[src/pcMonPkg.sv]
// shared widths and beat types of the retired-PC monitor, referenced everywhere as pcMonPkg::name
package pcMonPkg;

   // ------------------------------
   // widths
   // ------------------------------
   localparam int pcWidth   = 64;  // full retired pc
   localparam int matchBits = 30;  // low pc bits checked against the address table

   // one retired program counter
   typedef logic [pcWidth-1:0] pc_t;

   // ------------------------------
   // pipeline beats
   // ------------------------------

   // raw retirement trace from the core, one beat per cycle
   typedef struct packed {
      logic valid;  // a pc retired this cycle
      pc_t  pc;
   } traceBeat_t;

   // registered trace plus the repeat flag
   typedef struct packed {
      logic valid;
      logic repeatPc;  // same pc as the last valid beat
      pc_t  pc;
   } capBeat_t;

   // table hits, the pc itself is no longer needed here
   typedef struct packed {
      logic valid;
      logic repeatPc;
      logic hitPass;   // pass, finish or to-host address
      logic hitFail;   // fail or alternate fail address
   } matchBeat_t;

   // ------------------------------
   // result
   // ------------------------------

   // latched test outcome, also the reset-status readback
   typedef struct packed {
      logic pass;
      logic fail;
   } verdict_t;

   // at most one of the two bits is ever set
   // a timeout clears pass and sets fail

endpackage

[src/addressMatch.sv]
// second monitor stage: compares the low pc bits with the pass/fail address table and registers the hits
module addressMatch #(
   parameter pcMonPkg::pc_t passAddr    = 64'h0000_0000_8000_0100,
   parameter pcMonPkg::pc_t failAddr    = 64'h0000_0000_8000_0200,
   parameter pcMonPkg::pc_t finishAddr  = '0,  // zero means no entry
   parameter pcMonPkg::pc_t toHostAddr  = '0,
   parameter pcMonPkg::pc_t failAltAddr = '0
) (
   input  logic                 dvtFlags,
   input  logic                 pcFail,
   input  pcMonPkg::capBeat_t   capBeat,
   input  logic                 checkToHost,
   output pcMonPkg::matchBeat_t matchBeat
);

   localparam int mb = pcMonPkg::matchBits;

   // ------------------------------
   // table, low bits only
   // ------------------------------
   localparam logic [mb-1:0] passLow    = passAddr[mb-1:0];
   localparam logic [mb-1:0] failLow    = failAddr[mb-1:0];
   localparam logic [mb-1:0] finishLow  = finishAddr[mb-1:0];
   localparam logic [mb-1:0] toHostLow  = toHostAddr[mb-1:0];
   localparam logic [mb-1:0] failAltLow = failAltAddr[mb-1:0];

   // optional entries are absent when their low bits are zero
   localparam bit haveFinish  = (finishLow != '0);
   localparam bit haveToHost  = (toHostLow != '0);
   localparam bit haveFailAlt = (failAltLow != '0);

   logic [mb-1:0] pcLow;
   logic          isPass;
   logic          isFinish;
   logic          isToHost;
   logic          isFail;
   logic          isFailAlt;
   logic          hitPass;
   logic          hitFail;

   assign pcLow = capBeat.pc[mb-1:0];

   // ------------------------------
   // compares
   // ------------------------------
   assign isPass    = (pcLow == passLow);
   assign isFinish  = haveFinish && (pcLow == finishLow);
   assign isToHost  = haveToHost && checkToHost && (pcLow == toHostLow);  // only when enabled
   assign isFail    = (pcLow == failLow);
   assign isFailAlt = haveFailAlt && (pcLow == failAltLow);

   // a hit needs a valid beat, the pc is stale otherwise
   assign hitPass = capBeat.valid && (isPass || isFinish || isToHost);
   assign hitFail = capBeat.valid && (isFail || isFailAlt);

   // ------------------------------
   // output register
   // ------------------------------
   always_ff @(posedge dvtFlags or posedge pcFail) begin
      if (pcFail) begin
         matchBeat <= '0;
      end else begin
         matchBeat.valid    <= capBeat.valid;
         matchBeat.repeatPc <= capBeat.valid && capBeat.repeatPc;
         matchBeat.hitPass  <= hitPass;
         matchBeat.hitFail  <= hitFail;
      end
   end

   // ------------------------------
   // checks
   // ------------------------------

   // the verdict stage trusts hits without looking at valid again
   hitNeedsValid: assert property (
      @(posedge dvtFlags) disable iff (pcFail)
      !matchBeat.valid |-> !(matchBeat.hitPass || matchBeat.hitFail)
   ) else $error("addressMatch: table hit on an invalid beat");

endmodule

[src/pcMonTop.sv]
// top of the retired-PC test monitor: holds the address table and chains capture, match and verdict
module pcMonTop #(
   parameter pcMonPkg::pc_t passAddr    = 64'h0000_0000_8000_0100,
   parameter pcMonPkg::pc_t failAddr    = 64'h0000_0000_8000_0200,
   parameter pcMonPkg::pc_t finishAddr  = '0,
   parameter pcMonPkg::pc_t toHostAddr  = '0,
   parameter pcMonPkg::pc_t failAltAddr = '0,
   parameter int            stuckLimit  = 500,
   parameter int            sleepCycles = 20
) (
   input  logic                 dvtFlags,
   input  logic                 pcFail,
   input  pcMonPkg::traceBeat_t trace,
   input  logic                 checkToHost,   // level, enables to-host matching
   input  logic                 timeoutPulse,  // one cycle, forces fail
   input  logic                 disableStuck,  // one cycle, sticky until reset
   output pcMonPkg::verdict_t   verdict,
   output logic                 stuck,
   output logic                 coreHold
);

   // ------------------------------
   // stage to stage beats
   // ------------------------------
   pcMonPkg::capBeat_t   capBeat;
   pcMonPkg::matchBeat_t matchBeat;

   // stage 1, register and repeat flag
   traceCapture uCapture (
      .dvtFlags (dvtFlags),
      .pcFail   (pcFail),
      .trace    (trace),
      .capBeat  (capBeat)
   );

   // stage 2, table compare
   addressMatch #(
      .passAddr    (passAddr),
      .failAddr    (failAddr),
      .finishAddr  (finishAddr),
      .toHostAddr  (toHostAddr),
      .failAltAddr (failAltAddr)
   ) uMatch (
      .dvtFlags    (dvtFlags),
      .pcFail      (pcFail),
      .capBeat     (capBeat),
      .checkToHost (checkToHost),
      .matchBeat   (matchBeat)
   );

   // stage 3, verdict, stuck and hold
   verdictControl #(
      .stuckLimit  (stuckLimit),
      .sleepCycles (sleepCycles)
   ) uVerdict (
      .dvtFlags     (dvtFlags),
      .pcFail       (pcFail),
      .matchBeat    (matchBeat),
      .timeoutPulse (timeoutPulse),
      .disableStuck (disableStuck),
      .verdict      (verdict),
      .stuck        (stuck),
      .coreHold     (coreHold)
   );

endmodule

[src/traceCapture.sv]
// first monitor stage: registers each retired-pc beat and marks a repeat of the previous valid pc
module traceCapture (
   input  logic                 dvtFlags,
   input  logic                 pcFail,
   input  pcMonPkg::traceBeat_t trace,
   output pcMonPkg::capBeat_t   capBeat
);

   // ------------------------------
   // history of the last valid pc
   // ------------------------------
   pcMonPkg::pc_t lastPc;    // last valid pc seen
   logic          haveLast;  // lastPc holds a real value
   logic          isRepeat;

   // registered beat fields
   logic          capValid;
   logic          capRepeat;
   pcMonPkg::pc_t capPc;

   // no history right after reset, so the first pc is never a repeat
   assign isRepeat = trace.valid && haveLast && (trace.pc == lastPc);

   // ------------------------------
   // control flops
   // ------------------------------
   always_ff @(posedge dvtFlags or posedge pcFail) begin
      if (pcFail) begin
         haveLast  <= 1'b0;
         capValid  <= 1'b0;
         capRepeat <= 1'b0;
      end else begin
         capValid  <= trace.valid;
         capRepeat <= isRepeat;
         if (trace.valid) haveLast <= 1'b1;
      end
   end

   // payload, only qualified by valid downstream
   always_ff @(posedge dvtFlags) begin
      capPc <= trace.pc;
      if (trace.valid) begin
         lastPc <= trace.pc;  // invalid cycles keep the old pc
      end
   end

   assign capBeat = '{valid: capValid, repeatPc: capRepeat, pc: capPc};

   // ------------------------------
   // checks
   // ------------------------------

   // an unknown valid would corrupt the repeat history and every later stage
   validKnown: assert property (
      @(posedge dvtFlags) disable iff (pcFail)
      !$isunknown(trace.valid)
   ) else $error("traceCapture: trace valid is unknown");

endmodule

[src/verdictControl.sv]
// third monitor stage: stuck-pc counter, first-verdict latch with timeout override, and core hold countdown
module verdictControl #(
   parameter int stuckLimit  = 500,  // repeats in a row that count as a stuck core
   parameter int sleepCycles = 20    // cycles from verdict to core hold
) (
   input  logic                 dvtFlags,
   input  logic                 pcFail,
   input  pcMonPkg::matchBeat_t matchBeat,
   input  logic                 timeoutPulse,
   input  logic                 disableStuck,
   output pcMonPkg::verdict_t   verdict,
   output logic                 stuck,
   output logic                 coreHold
);

   localparam int cntWidth  = $clog2(stuckLimit + 1);
   localparam int holdWidth = $clog2(sleepCycles + 1);
   localparam logic [cntWidth-1:0]  cntLimit  = cntWidth'(stuckLimit);
   localparam logic [holdWidth-1:0] holdStart = holdWidth'(sleepCycles);

   logic [cntWidth-1:0]  stuckCnt;      // repeats in a row, saturates at the limit
   logic [cntWidth-1:0]  stuckCntNext;
   logic                 stuckOff;      // sticky disable
   logic                 stuckOffNext;
   logic                 stuckNext;
   logic                 decided;
   logic                 failNow;
   logic                 firstLatch;
   pcMonPkg::verdict_t   verdictNext;
   logic [holdWidth-1:0] holdCnt;       // zero when idle

   // ------------------------------
   // stuck detection
   // ------------------------------
   always_comb begin
      stuckCntNext = stuckCnt;
      if (matchBeat.valid) begin
         if (!matchBeat.repeatPc) begin
            stuckCntNext = '0;  // pc moved on
         end else if (stuckCnt < cntLimit) begin
            stuckCntNext = stuckCnt + 1'b1;
         end
      end
   end

   assign stuckOffNext = stuckOff || disableStuck;
   // value of stuck after this edge, so fail lands together with stuck
   assign stuckNext    = (stuckCntNext >= cntLimit) && !stuckOffNext;
   assign stuck        = (stuckCnt >= cntLimit) && !stuckOff;

   // ------------------------------
   // verdict
   // ------------------------------
   assign decided = verdict.pass || verdict.fail;
   assign failNow = matchBeat.hitFail || stuckNext;

   always_comb begin
      verdictNext = verdict;
      if (timeoutPulse) begin
         verdictNext.pass = 1'b0;  // timeout wins over anything earlier
         verdictNext.fail = 1'b1;
      end else if (!decided) begin
         if (matchBeat.hitPass) begin
            verdictNext.pass = 1'b1;  // pass beats fail on the same beat
         end else if (failNow) begin
            verdictNext.fail = 1'b1;
         end
      end
   end

   assign firstLatch = !decided && (verdictNext.pass || verdictNext.fail);

   always_ff @(posedge dvtFlags or posedge pcFail) begin
      if (pcFail) begin
         stuckCnt <= '0;
         stuckOff <= 1'b0;
         verdict  <= '0;
      end else begin
         stuckCnt <= stuckCntNext;
         stuckOff <= stuckOffNext;
         verdict  <= verdictNext;
      end
   end

   // ------------------------------
   // core hold countdown
   // ------------------------------
   always_ff @(posedge dvtFlags or posedge pcFail) begin
      if (pcFail) begin
         holdCnt  <= '0;
         coreHold <= 1'b0;
      end else if (stuckOffNext) begin
         holdCnt <= '0;  // checking disabled, the core keeps running
      end else if (firstLatch) begin
         holdCnt <= holdStart;
      end else if (holdCnt != '0) begin
         holdCnt <= holdCnt - 1'b1;
         if (holdCnt == holdWidth'(1)) coreHold <= 1'b1;  // sleepCycles edges after latch
      end
   end

   // ------------------------------
   // checks
   // ------------------------------
   verdictOneHot: assert property (
      @(posedge dvtFlags) disable iff (pcFail)
      !(verdict.pass && verdict.fail)
   ) else $error("verdictControl: pass and fail both set");

   // once held, the core stays held until the next reset
   holdSticky: assert property (
      @(posedge dvtFlags) disable iff (pcFail)
      coreHold |=> coreHold
   ) else $error("verdictControl: coreHold fell without reset");

endmodule

[config.mk]
export PLATFORM = sky130hd
export DESIGN_NAME = pcMonTop
export DESIGN_NICKNAME = d
export VERILOG_FILES = /design/src/pcMonPkg.sv /design/src/addressMatch.sv /design/src/pcMonTop.sv /design/src/traceCapture.sv /design/src/verdictControl.sv
export SDC_FILE = /design/constraint.sdc
export NUM_CORES = 1
export LEC_CHECK = 0
export ABC_AREA = 1
export ABC_CLOCK_PERIOD_IN_PS = 3300
export CORE_ASPECT_RATIO = 1.5
export CORE_MARGIN = 2
export CORE_UTILIZATION = 40
export DETAILED_ROUTE_END_ITERATION = 7
export DONT_BUFFER_PORTS = 1
export SYNTH_ARGS = -nofsm -noshare
export SYNTH_HDL_FRONTEND = slang
export SYNTH_SLANG_ARGS = --single-unit
[constraint.sdc]
create_clock -name dvtFlags -period 3.3 [get_ports dvtFlags]
set_input_delay 0 -clock dvtFlags [delete_from_list [all_inputs] [get_ports dvtFlags]]
set_output_delay 0 -clock dvtFlags [all_outputs]
set_load 0.02 [all_outputs]
==> metrics.md, run 1 <==
| Metric | Value |
|---|---|
| Area delta synth->final | 30.4% |
| Combinational power share | 6.6% |
| DR iter-0 viols | 128 |
| Initial Util | between 40% and 50% |
| Post-Synthesis Cells | ~430 |
| GPL Wtd Cong | ~0.8 |
| TNS Setup | 0 ps |
| RSZ-0062 raised after global routing | no |
| Root buf cell | clkbuf_16 |
| Pre-antenna DRT Iters | 4 |
| Max clock buf depth | 2 |
| Routed via count | 3375 |
| ANT cells | 0 |
| Post-synthesis xor/xnor area fraction | 2.36% |
| R2R depth | 17 |
| Largest net degree at the start of global routing | between 60 and 70 |
| Relative slew slack | 35.1% |
| Setup slack, reg-to-reg | 1350 ps |
| Clock power frac | 47.4% |
| Final worst slack | 1350 ps |
| Cell with the most instances after synthesis | inv_1 |
| Ports | 74 |
| CP Class | flip-flop to flip-flop |
| Core Region | 0.0119 sq mm |
| Synth Area in Simple Gates | between 10% and 20% |
| Mux contribution to synthesized area | 0% |
| Detailed Route WL | 10.9 mm |
| Critical R2R Launch | uVerdict.stuckCnt[0] |
| MaxCap Viol Count | 0 |
| Combinational family with the most area after synthesis | simple AND/OR/NAND/NOR gates |
| Crit path from | uVerdict.stuckCnt[0] |
| Cell row count | 49 |
| Via density | a little under 5 |
| Mapped Avg Cell Area | 11.1 sq um |
| Synth top area cells | edfxtp_1 (40%), dfrtp_1 (13%), dfxtp_1 (12%) |
| Slew Limit Fails | 0 |
| Post-synth EDFFs | between 60 and 70 |
| Top post-synthesis cells by count | inv_1 (74), edfxtp_1 (64), nand2_1 (59) |
| Synth Warn # | 0 |
| DP Worst Slack | 1360 ps |
| Clk_lat worst skew | 410 ps |
| First-pass GRT wire length | 18.2 mm |
| Post-Syn Area | 0.00481 sq mm |
| Top FF cell, synth | edfxtp_1 |
| Final Setup Violations | 0 |
| Final ANT Viol Nets | 0 |
| Flops & latches, synth | approximately 120 |
| Initial antenna violation count | 0 |
| Critical path capture point type | flip-flop |
| CTS tree | built |
| Die Wd | 93.6 um |
| Clock skew | ~7.6 ps |
| Sw frac | roughly a quarter |
| Vias in the first global route | 3742 |
| Post-Syn Nets | 509 |
| Register area share after synthesis | roughly 65% |
| Overall Global Routing Usage | 18.4% |
| Die Ht | between 100 and 150 um |
| WL/cell | 15.8 um |
| Compound-cell area share of the yosys netlist | 8.50% |
| Area after DPL | 0.00500 sq mm |
| Yosys cell types | 35 |
| Yosys top cell by area | edfxtp_1 |
| Max Freq | 512 MHz |
| Critical path launch point type | flip-flop |
| End of the critical path | uVerdict.holdCnt[2] |
| Adder-Cell Fraction of Synth Area | 1.30% |
| Full die area | 0.0129 sq mm |
| Critical path required time | 3630 ps |
| GRT overflow | 0 |
| Design Area, Final | 0.00628 sq mm |
| Leakage power | 2.63 nW |
| Fill cells | ~1000 |
| Sw power | 0.869 mW |
| Share of the synthesized area in the top cell type | between 30% and 40% |
| Power density cells | 590 mW/mm^2 |
| Share of post-route cells with drive strength above 1 | between 10% and 20% |
| Storage element area | 0.00315 sq mm |
| Multi-input logic area | 0.00137 sq mm |
| CP arrival | 2290 ps |
| DRC | 0 |
| Clock sinks | 119 |
| Htree depth | 4 |
| Crit share post-route | a little under 60% |
| Status | completed |
| # port buffers | 0 |
| Final hold vios | 0 |
| Fraction of registers with async set/reset | a little over a fifth |
| Nets | 596 |
| Worst hold path type | primary input to flip-flop |
| CTS Buf Count | 17 |
| Worst-margin pin slew | 973 ps |
| Clock Pin Slew Worst Setup and Hold Paths | roughly 60 ps |
| DP HPWL | roughly 7.3 mm |
| WHS | 6.83 ps |
| Postcts setup bufs | 0 |
| Sequential share of power | 46.0% |
| Cell Int Power | between 2 and 3 mW |
| CP Max Fanout | 8 |
| Fin crit period | 1950 ps |
| Tot Pwr | 3.71 mW |
| Peak supply drop | 0.426 mV |
| Reg2reg end | uVerdict.holdCnt[2] |
-- what timing repair did --
item,in CTS,in global routing
hold buffers,69,0
resized for setup,0,0
hold endpoints to repair,195,0
-- state kept, by name, indices dropped and copies added (netlist names) --
| signal | count |
|---|---|
| uVerdict.holdCnt | 5 |
| uVerdict.stuckOff | 1 |
| uVerdict.verdict | 2 |
| uMatch.matchBeat | 4 |
| uCapture.capRepeat | 1 |
| uVerdict.coreHold | 1 |
| uVerdict.stuckCnt | 9 |
| uCapture.lastPc | 64 |
| uCapture.capValid | 1 |
| uCapture.capPc | 30 |
| uCapture.haveLast | 1 |
-- routing by layer --
layer,vias up,track usage (%),share of wire (%)
met3,22,5.07,4.7
met4,0,9.38,3.3
met2,91,32.9,55
met5,-,0,0
met1,1586,19.5,37
li1,1676,-,-
-- metrics by stage --
step | util, % | cells
after floorplan | - | 434
after global placement | 42.0 | 586
after detailed placement | 42.0 | 586
after CTS | 52.8 | 687
after global routing | 52.8 | 687
final | 52.8 | 687
-- cell type report --
class,count,share of cell area [%]
inverters,78,4.66
flip-flops and latches,119,50.1
repair buffers,69,11.3
clock buffers,18,6.84
multi-input cells,236,21.8
well taps,153,3.05
clock inverters,14,2.23
-- how the worst min path moves through the flow --
| stage | startpoint | to | slack [ps] | cells after the start |
|---|---|---|---|---|
| global placement | trace[24] | uCapture.capPc[24] | 30 | 0 |
| global route | trace[3] | uCapture.capRepeat | 20 | 6 |
| detailed placement | trace[23] | uCapture.capPc[23] | 30 | 0 |
| floorplan | pcFail | uCapture.capRepeat | 30 | 1 |
| CTS | trace[63] | uCapture.capRepeat | 0.7 | 6 |
| finish | trace[31] | uCapture.capRepeat | 7 | 6 |
-- kinds of logic (layout without fill, tap and decap cells) --
logic type	count (synthesis)	count (layout)
xor gates and xnor gates	13	13
DFF	119	119
and+or+nand+nor	156	156
adders and majority gates	5	5
buffers and inverters	79	179
AOI/OAI and AO/OA	62	62
-- critical path: stages (launching register included) --
cell     delay [ps]
dfrtp_1         380
ha_1            250
nand2_1          90
nor2_2          150
nand3_1          90
nand2_1          70
nand2_1          60
nor2_1           80
nand2_1          60
nor2_2           70
nand3_1          70
nand2_1          70
nand2_2          70
nand3_4          70
nand2_4          80
nand2_1          70
nand2_1          50
nor2_1          100
-- power groups by stage --
| stage | registers [mW] | logic [mW] | clock network [mW] |
|---|---|---|---|
| after global routing | 1.71 | 0.273 | 1.86 |
| after CTS | 1.70 | 0.246 | 1.79 |
| after detailed placement | 1.73 | 0.147 | 0 |
| after floorplan | 1.72 | 0.117 | 0 |
| after global placement | 1.73 | 0.144 | 0 |
| final | 1.70 | 0.245 | 1.76 |
-- placed cells by master, fill, tap and decap left out, types with 2 or more instances in the layout --
cell type      count
inv_1             74
dlygate4sd3_1     68
edfxtp_1          64
nand2_1           59
dfxtp_1           30
dfrtp_1           25
nor2_1            22
nand3_1           21
nor4_1            21
clkbuf_16         17
o22ai_1           16
o21ai_0           15
a22o_1            14
or2_2              8
a21oi_1            7
xor2_1             7
inv_6              7
nand4_1            6
xnor2_1            6
nor2_2             5
ha_1               5
nand2_2            4
inv_2              4
a221oi_1           4
nand2_4            3
clkinvlp_4         3
clkinv_4           3
o21ai_1            2
No activity file was read; power rests on OpenSTA's default activity.
==> run 2: changes to the inputs <==
- ABC_CLOCK_PERIOD_IN_PS: 3300 -> 1700
- clock period: 3.3 -> 1.7 ns (I/O delays scaled with it)
==> run 2 against run 1 <==
  * The flow now finishes with violations (setup timing)
  * Combinational power increased by 120%
  * Maximum frequency increased by 5.2%
  * Non-clock buffer count up 24
  * Clock-buffer cell count up 1
  * Register-to-register slack got worse by 1500 ps
  * Global-route usage rose by 0.71 points
  * Total power increased by 100%
  * Clock power grew 100%
  * Critical path depth is 1 lower
  * Largest cell class unchanged
  * Highest routed layer unchanged
==> metrics.md, run 2 (same netlist as run 1, synthesis figures left out) <==
| Metric | Value |
|---|---|
| Status | complete, but fails checks |
| Failing checks | setup timing |
| Detailed Route WL | 11.7 mm |
| CP arrival | roughly 2200 ps |
| Max clock buf depth | 2 |
| Final Setup Violations | 6 |
| CTS Buf Count | 17 |
| Fin crit period | 1860 ps |
| Worst hold path type | primary input to flip-flop |
| Crit path top cell by count | nand2_2 |
| Crit share post-route | 109% |
| Multi-input logic area | 0.00148 sq mm |
| Share of post-route cells with drive strength above 1 | between 10% and 20% |
| TNS Setup | -756 ps |
| Leakage power | roughly 2.8 nW |
| Critical path capture point type | flip-flop |
| Slew Limit Fails | 0 |
| DRC | 0 |
| ANT cells | 0 |
| Relative slew slack | a little over two thirds |
| CP max-delay cell | dfrtp_1 |
| Most common cell after layout, fill and taps aside | inv_1 |
| Clk_lat worst skew | 410 ps |
| Initial antenna violation count | 0 |
| Die Wd | 93.6 um |
| Fill cells | 1029 |
| Final worst slack | -157 ps |
| GPL Wtd Cong | 0.779 |
| Largest Register | uCapture.lastPc |
| Clock Pin Slew Worst Setup and Hold Paths | 60 ps |
| Storage element area | 0.00315 sq mm |
| RSZ-0062 raised after global routing | yes |
| CP Max Fanout | 8 |
| Nets | slightly above 600 |
| Pre-antenna DRT Iters | 6 |
| Overall Global Routing Usage | between 10% and 20% |
| # port buffers | 0 |
| MaxCap Viol Count | 0 |
| Max Freq | between 500 and 600 MHz |
| DP HPWL | 7.37 mm |
| CP Class | flip-flop to flip-flop |
| Htree depth | 4 |
| Most frequent cells in the layout | inv_1 (73), dlygate4sd3_1 (68), edfxtp_1 (64), nand2_1 (52), dfxtp_1 (30) |
| Ports | 74 |
| Initial Util | between 40 and 50% |
| Largest register FFs | 64 |
| Full die area | approximately 0.013 sq mm |
| Clock skew | 6.99 ps |
| Routed via count | 3591 |
| First-pass GRT wire length | 18.9 mm |
| Setup slack, reg-to-reg | -160 ps |
| Cell Chain, Critical Path | ha_4 -> nand2_2 -> nor2_2 -> buf_4 -> nand4_1 -> nand3_1 -> nand2_2 -> nor2_2 -> nand3_1 -> nand2_1 -> nand2_2 -> nand3_4 -> nand2_8 -> nand2_2 -> nand2_1 -> nor2_1 |
| Largest net degree at the start of global routing | between 60 and 70 |
| Die Ht | around 140 um |
| Critical path required time | 2030 ps |
| Area delta synth->final | 37.1% |
| GRT overflow | 0 |
| WL/cell | 16.4 um |
| Worst-margin pin slew | 456 ps |
| Final ANT Viol Nets | 0 |
| Vias in the first global route | 3890 |
| Clock sinks | about 120 |
| DR iter-0 viols | 131 |
| Regs by FF count | uCapture.lastPc (64), uCapture.capPc (30), uVerdict.stuckCnt (9) |
| CTS tree | built |
| Cell row count | 49 |
| Root buf cell | clkbuf_16 |
| Core Region | 0.0119 sq mm |
| Crit-path max cell delay | 390 ps |
| Final hold vios | 0 |
| Via density | 5.05 |
| Critical path launch point type | flip-flop |
| DP Worst Slack | -183 ps |
| Peak supply drop | 1.29 mV |
| Power density cells | 1120 mW/mm^2 |
==> run 2: cell count changes in the layout (fill, tap and decap cells not counted), moves of 3 or more <==
cell     change
nand2_2      +7
nand2_1      -7
buf_4       +23
nand3_1      -3
nor4_2       +4
nand3_2      +3
o21ai_2      +3
nor4_1       -4
==> run 2: worst max-delay path: cells and delay by family, from the launching register on <==
family / cells / cell delay, ps
adders and majority gates: 1 / 170
buffers and inverters: 1 / 120
DFF: 1 / 390
and+or+nand+nor: 14 / 1090
==> run 2: final cells by class <==
class                   count  area share, %
clock inverters            13           2.01
repair buffers             93           13.5
flip-flops and latches    119           47.7
well taps                 153           2.90
inverters                  78           4.43
multi-input cells         236           22.4
clock buffers              19           7.03
==> run 2: report_power, final <==
group | internal (mW) | switching, mW | total (mW)
logic | 0.272 | 0.263 | 0.536
clock network | 2.18 | 1.39 | 3.57
registers | 3.23 | 0.0774 | 3.31
==> run 2: per-layer routing <==
| layer | up-vias | GRT usage [%] | share of wire [%] |
|---|---|---|---|
| li1 | 1726 | - | - |
| met1 | 1717 | 20.1 | 37 |
| met2 | 115 | 34.9 | 56 |
| met3 | 33 | 5.29 | 4.7 |
| met4 | 0 | 8.31 | 2.7 |
| met5 | - | 0 | 0 |
==> run 2: through the flow <==
stage               util (%)  total power [mW]  hold WS, ps  area, sq um  cells
detailed placement      43.2              3.67        -19.3         5140    604
finish                  55.5              7.41         12.9         6600    711
CTS                     54.4              7.42         1.73         6460    706
global route            55.5              7.67         22.7         6600    711
floorplan                  -              3.57         27.3         4810    434
global placement        43.2              3.66        -19.3         5140    604
==> run 2: path summary, 6_finish.rpt <==
check / cells past startpoint / start / to
max in group asynchronous: 3 / pcFail / uVerdict.stuckCnt[8]
hold / removal: 6 / trace[12] / uCapture.capRepeat
min in group asynchronous: 3 / pcFail / uVerdict.holdCnt[0]
setup / recovery: 16 / uVerdict.stuckCnt[0] / uVerdict.holdCnt[4]
setup reg to reg: 16 / uVerdict.stuckCnt[0] / uVerdict.holdCnt[4]
hold reg to reg: 0 / uCapture.capValid / uMatch.matchBeat[3]
==> run 2: timing repair <==
action	4_1_cts	5_1_grt
buffers inserted	1	5
pin swaps	4	15
hold buffers	69	0
gates cloned	0	0
setup endpoints to repair	7	8
resized for setup	4	25
endpoints found under the hold margin	195	0
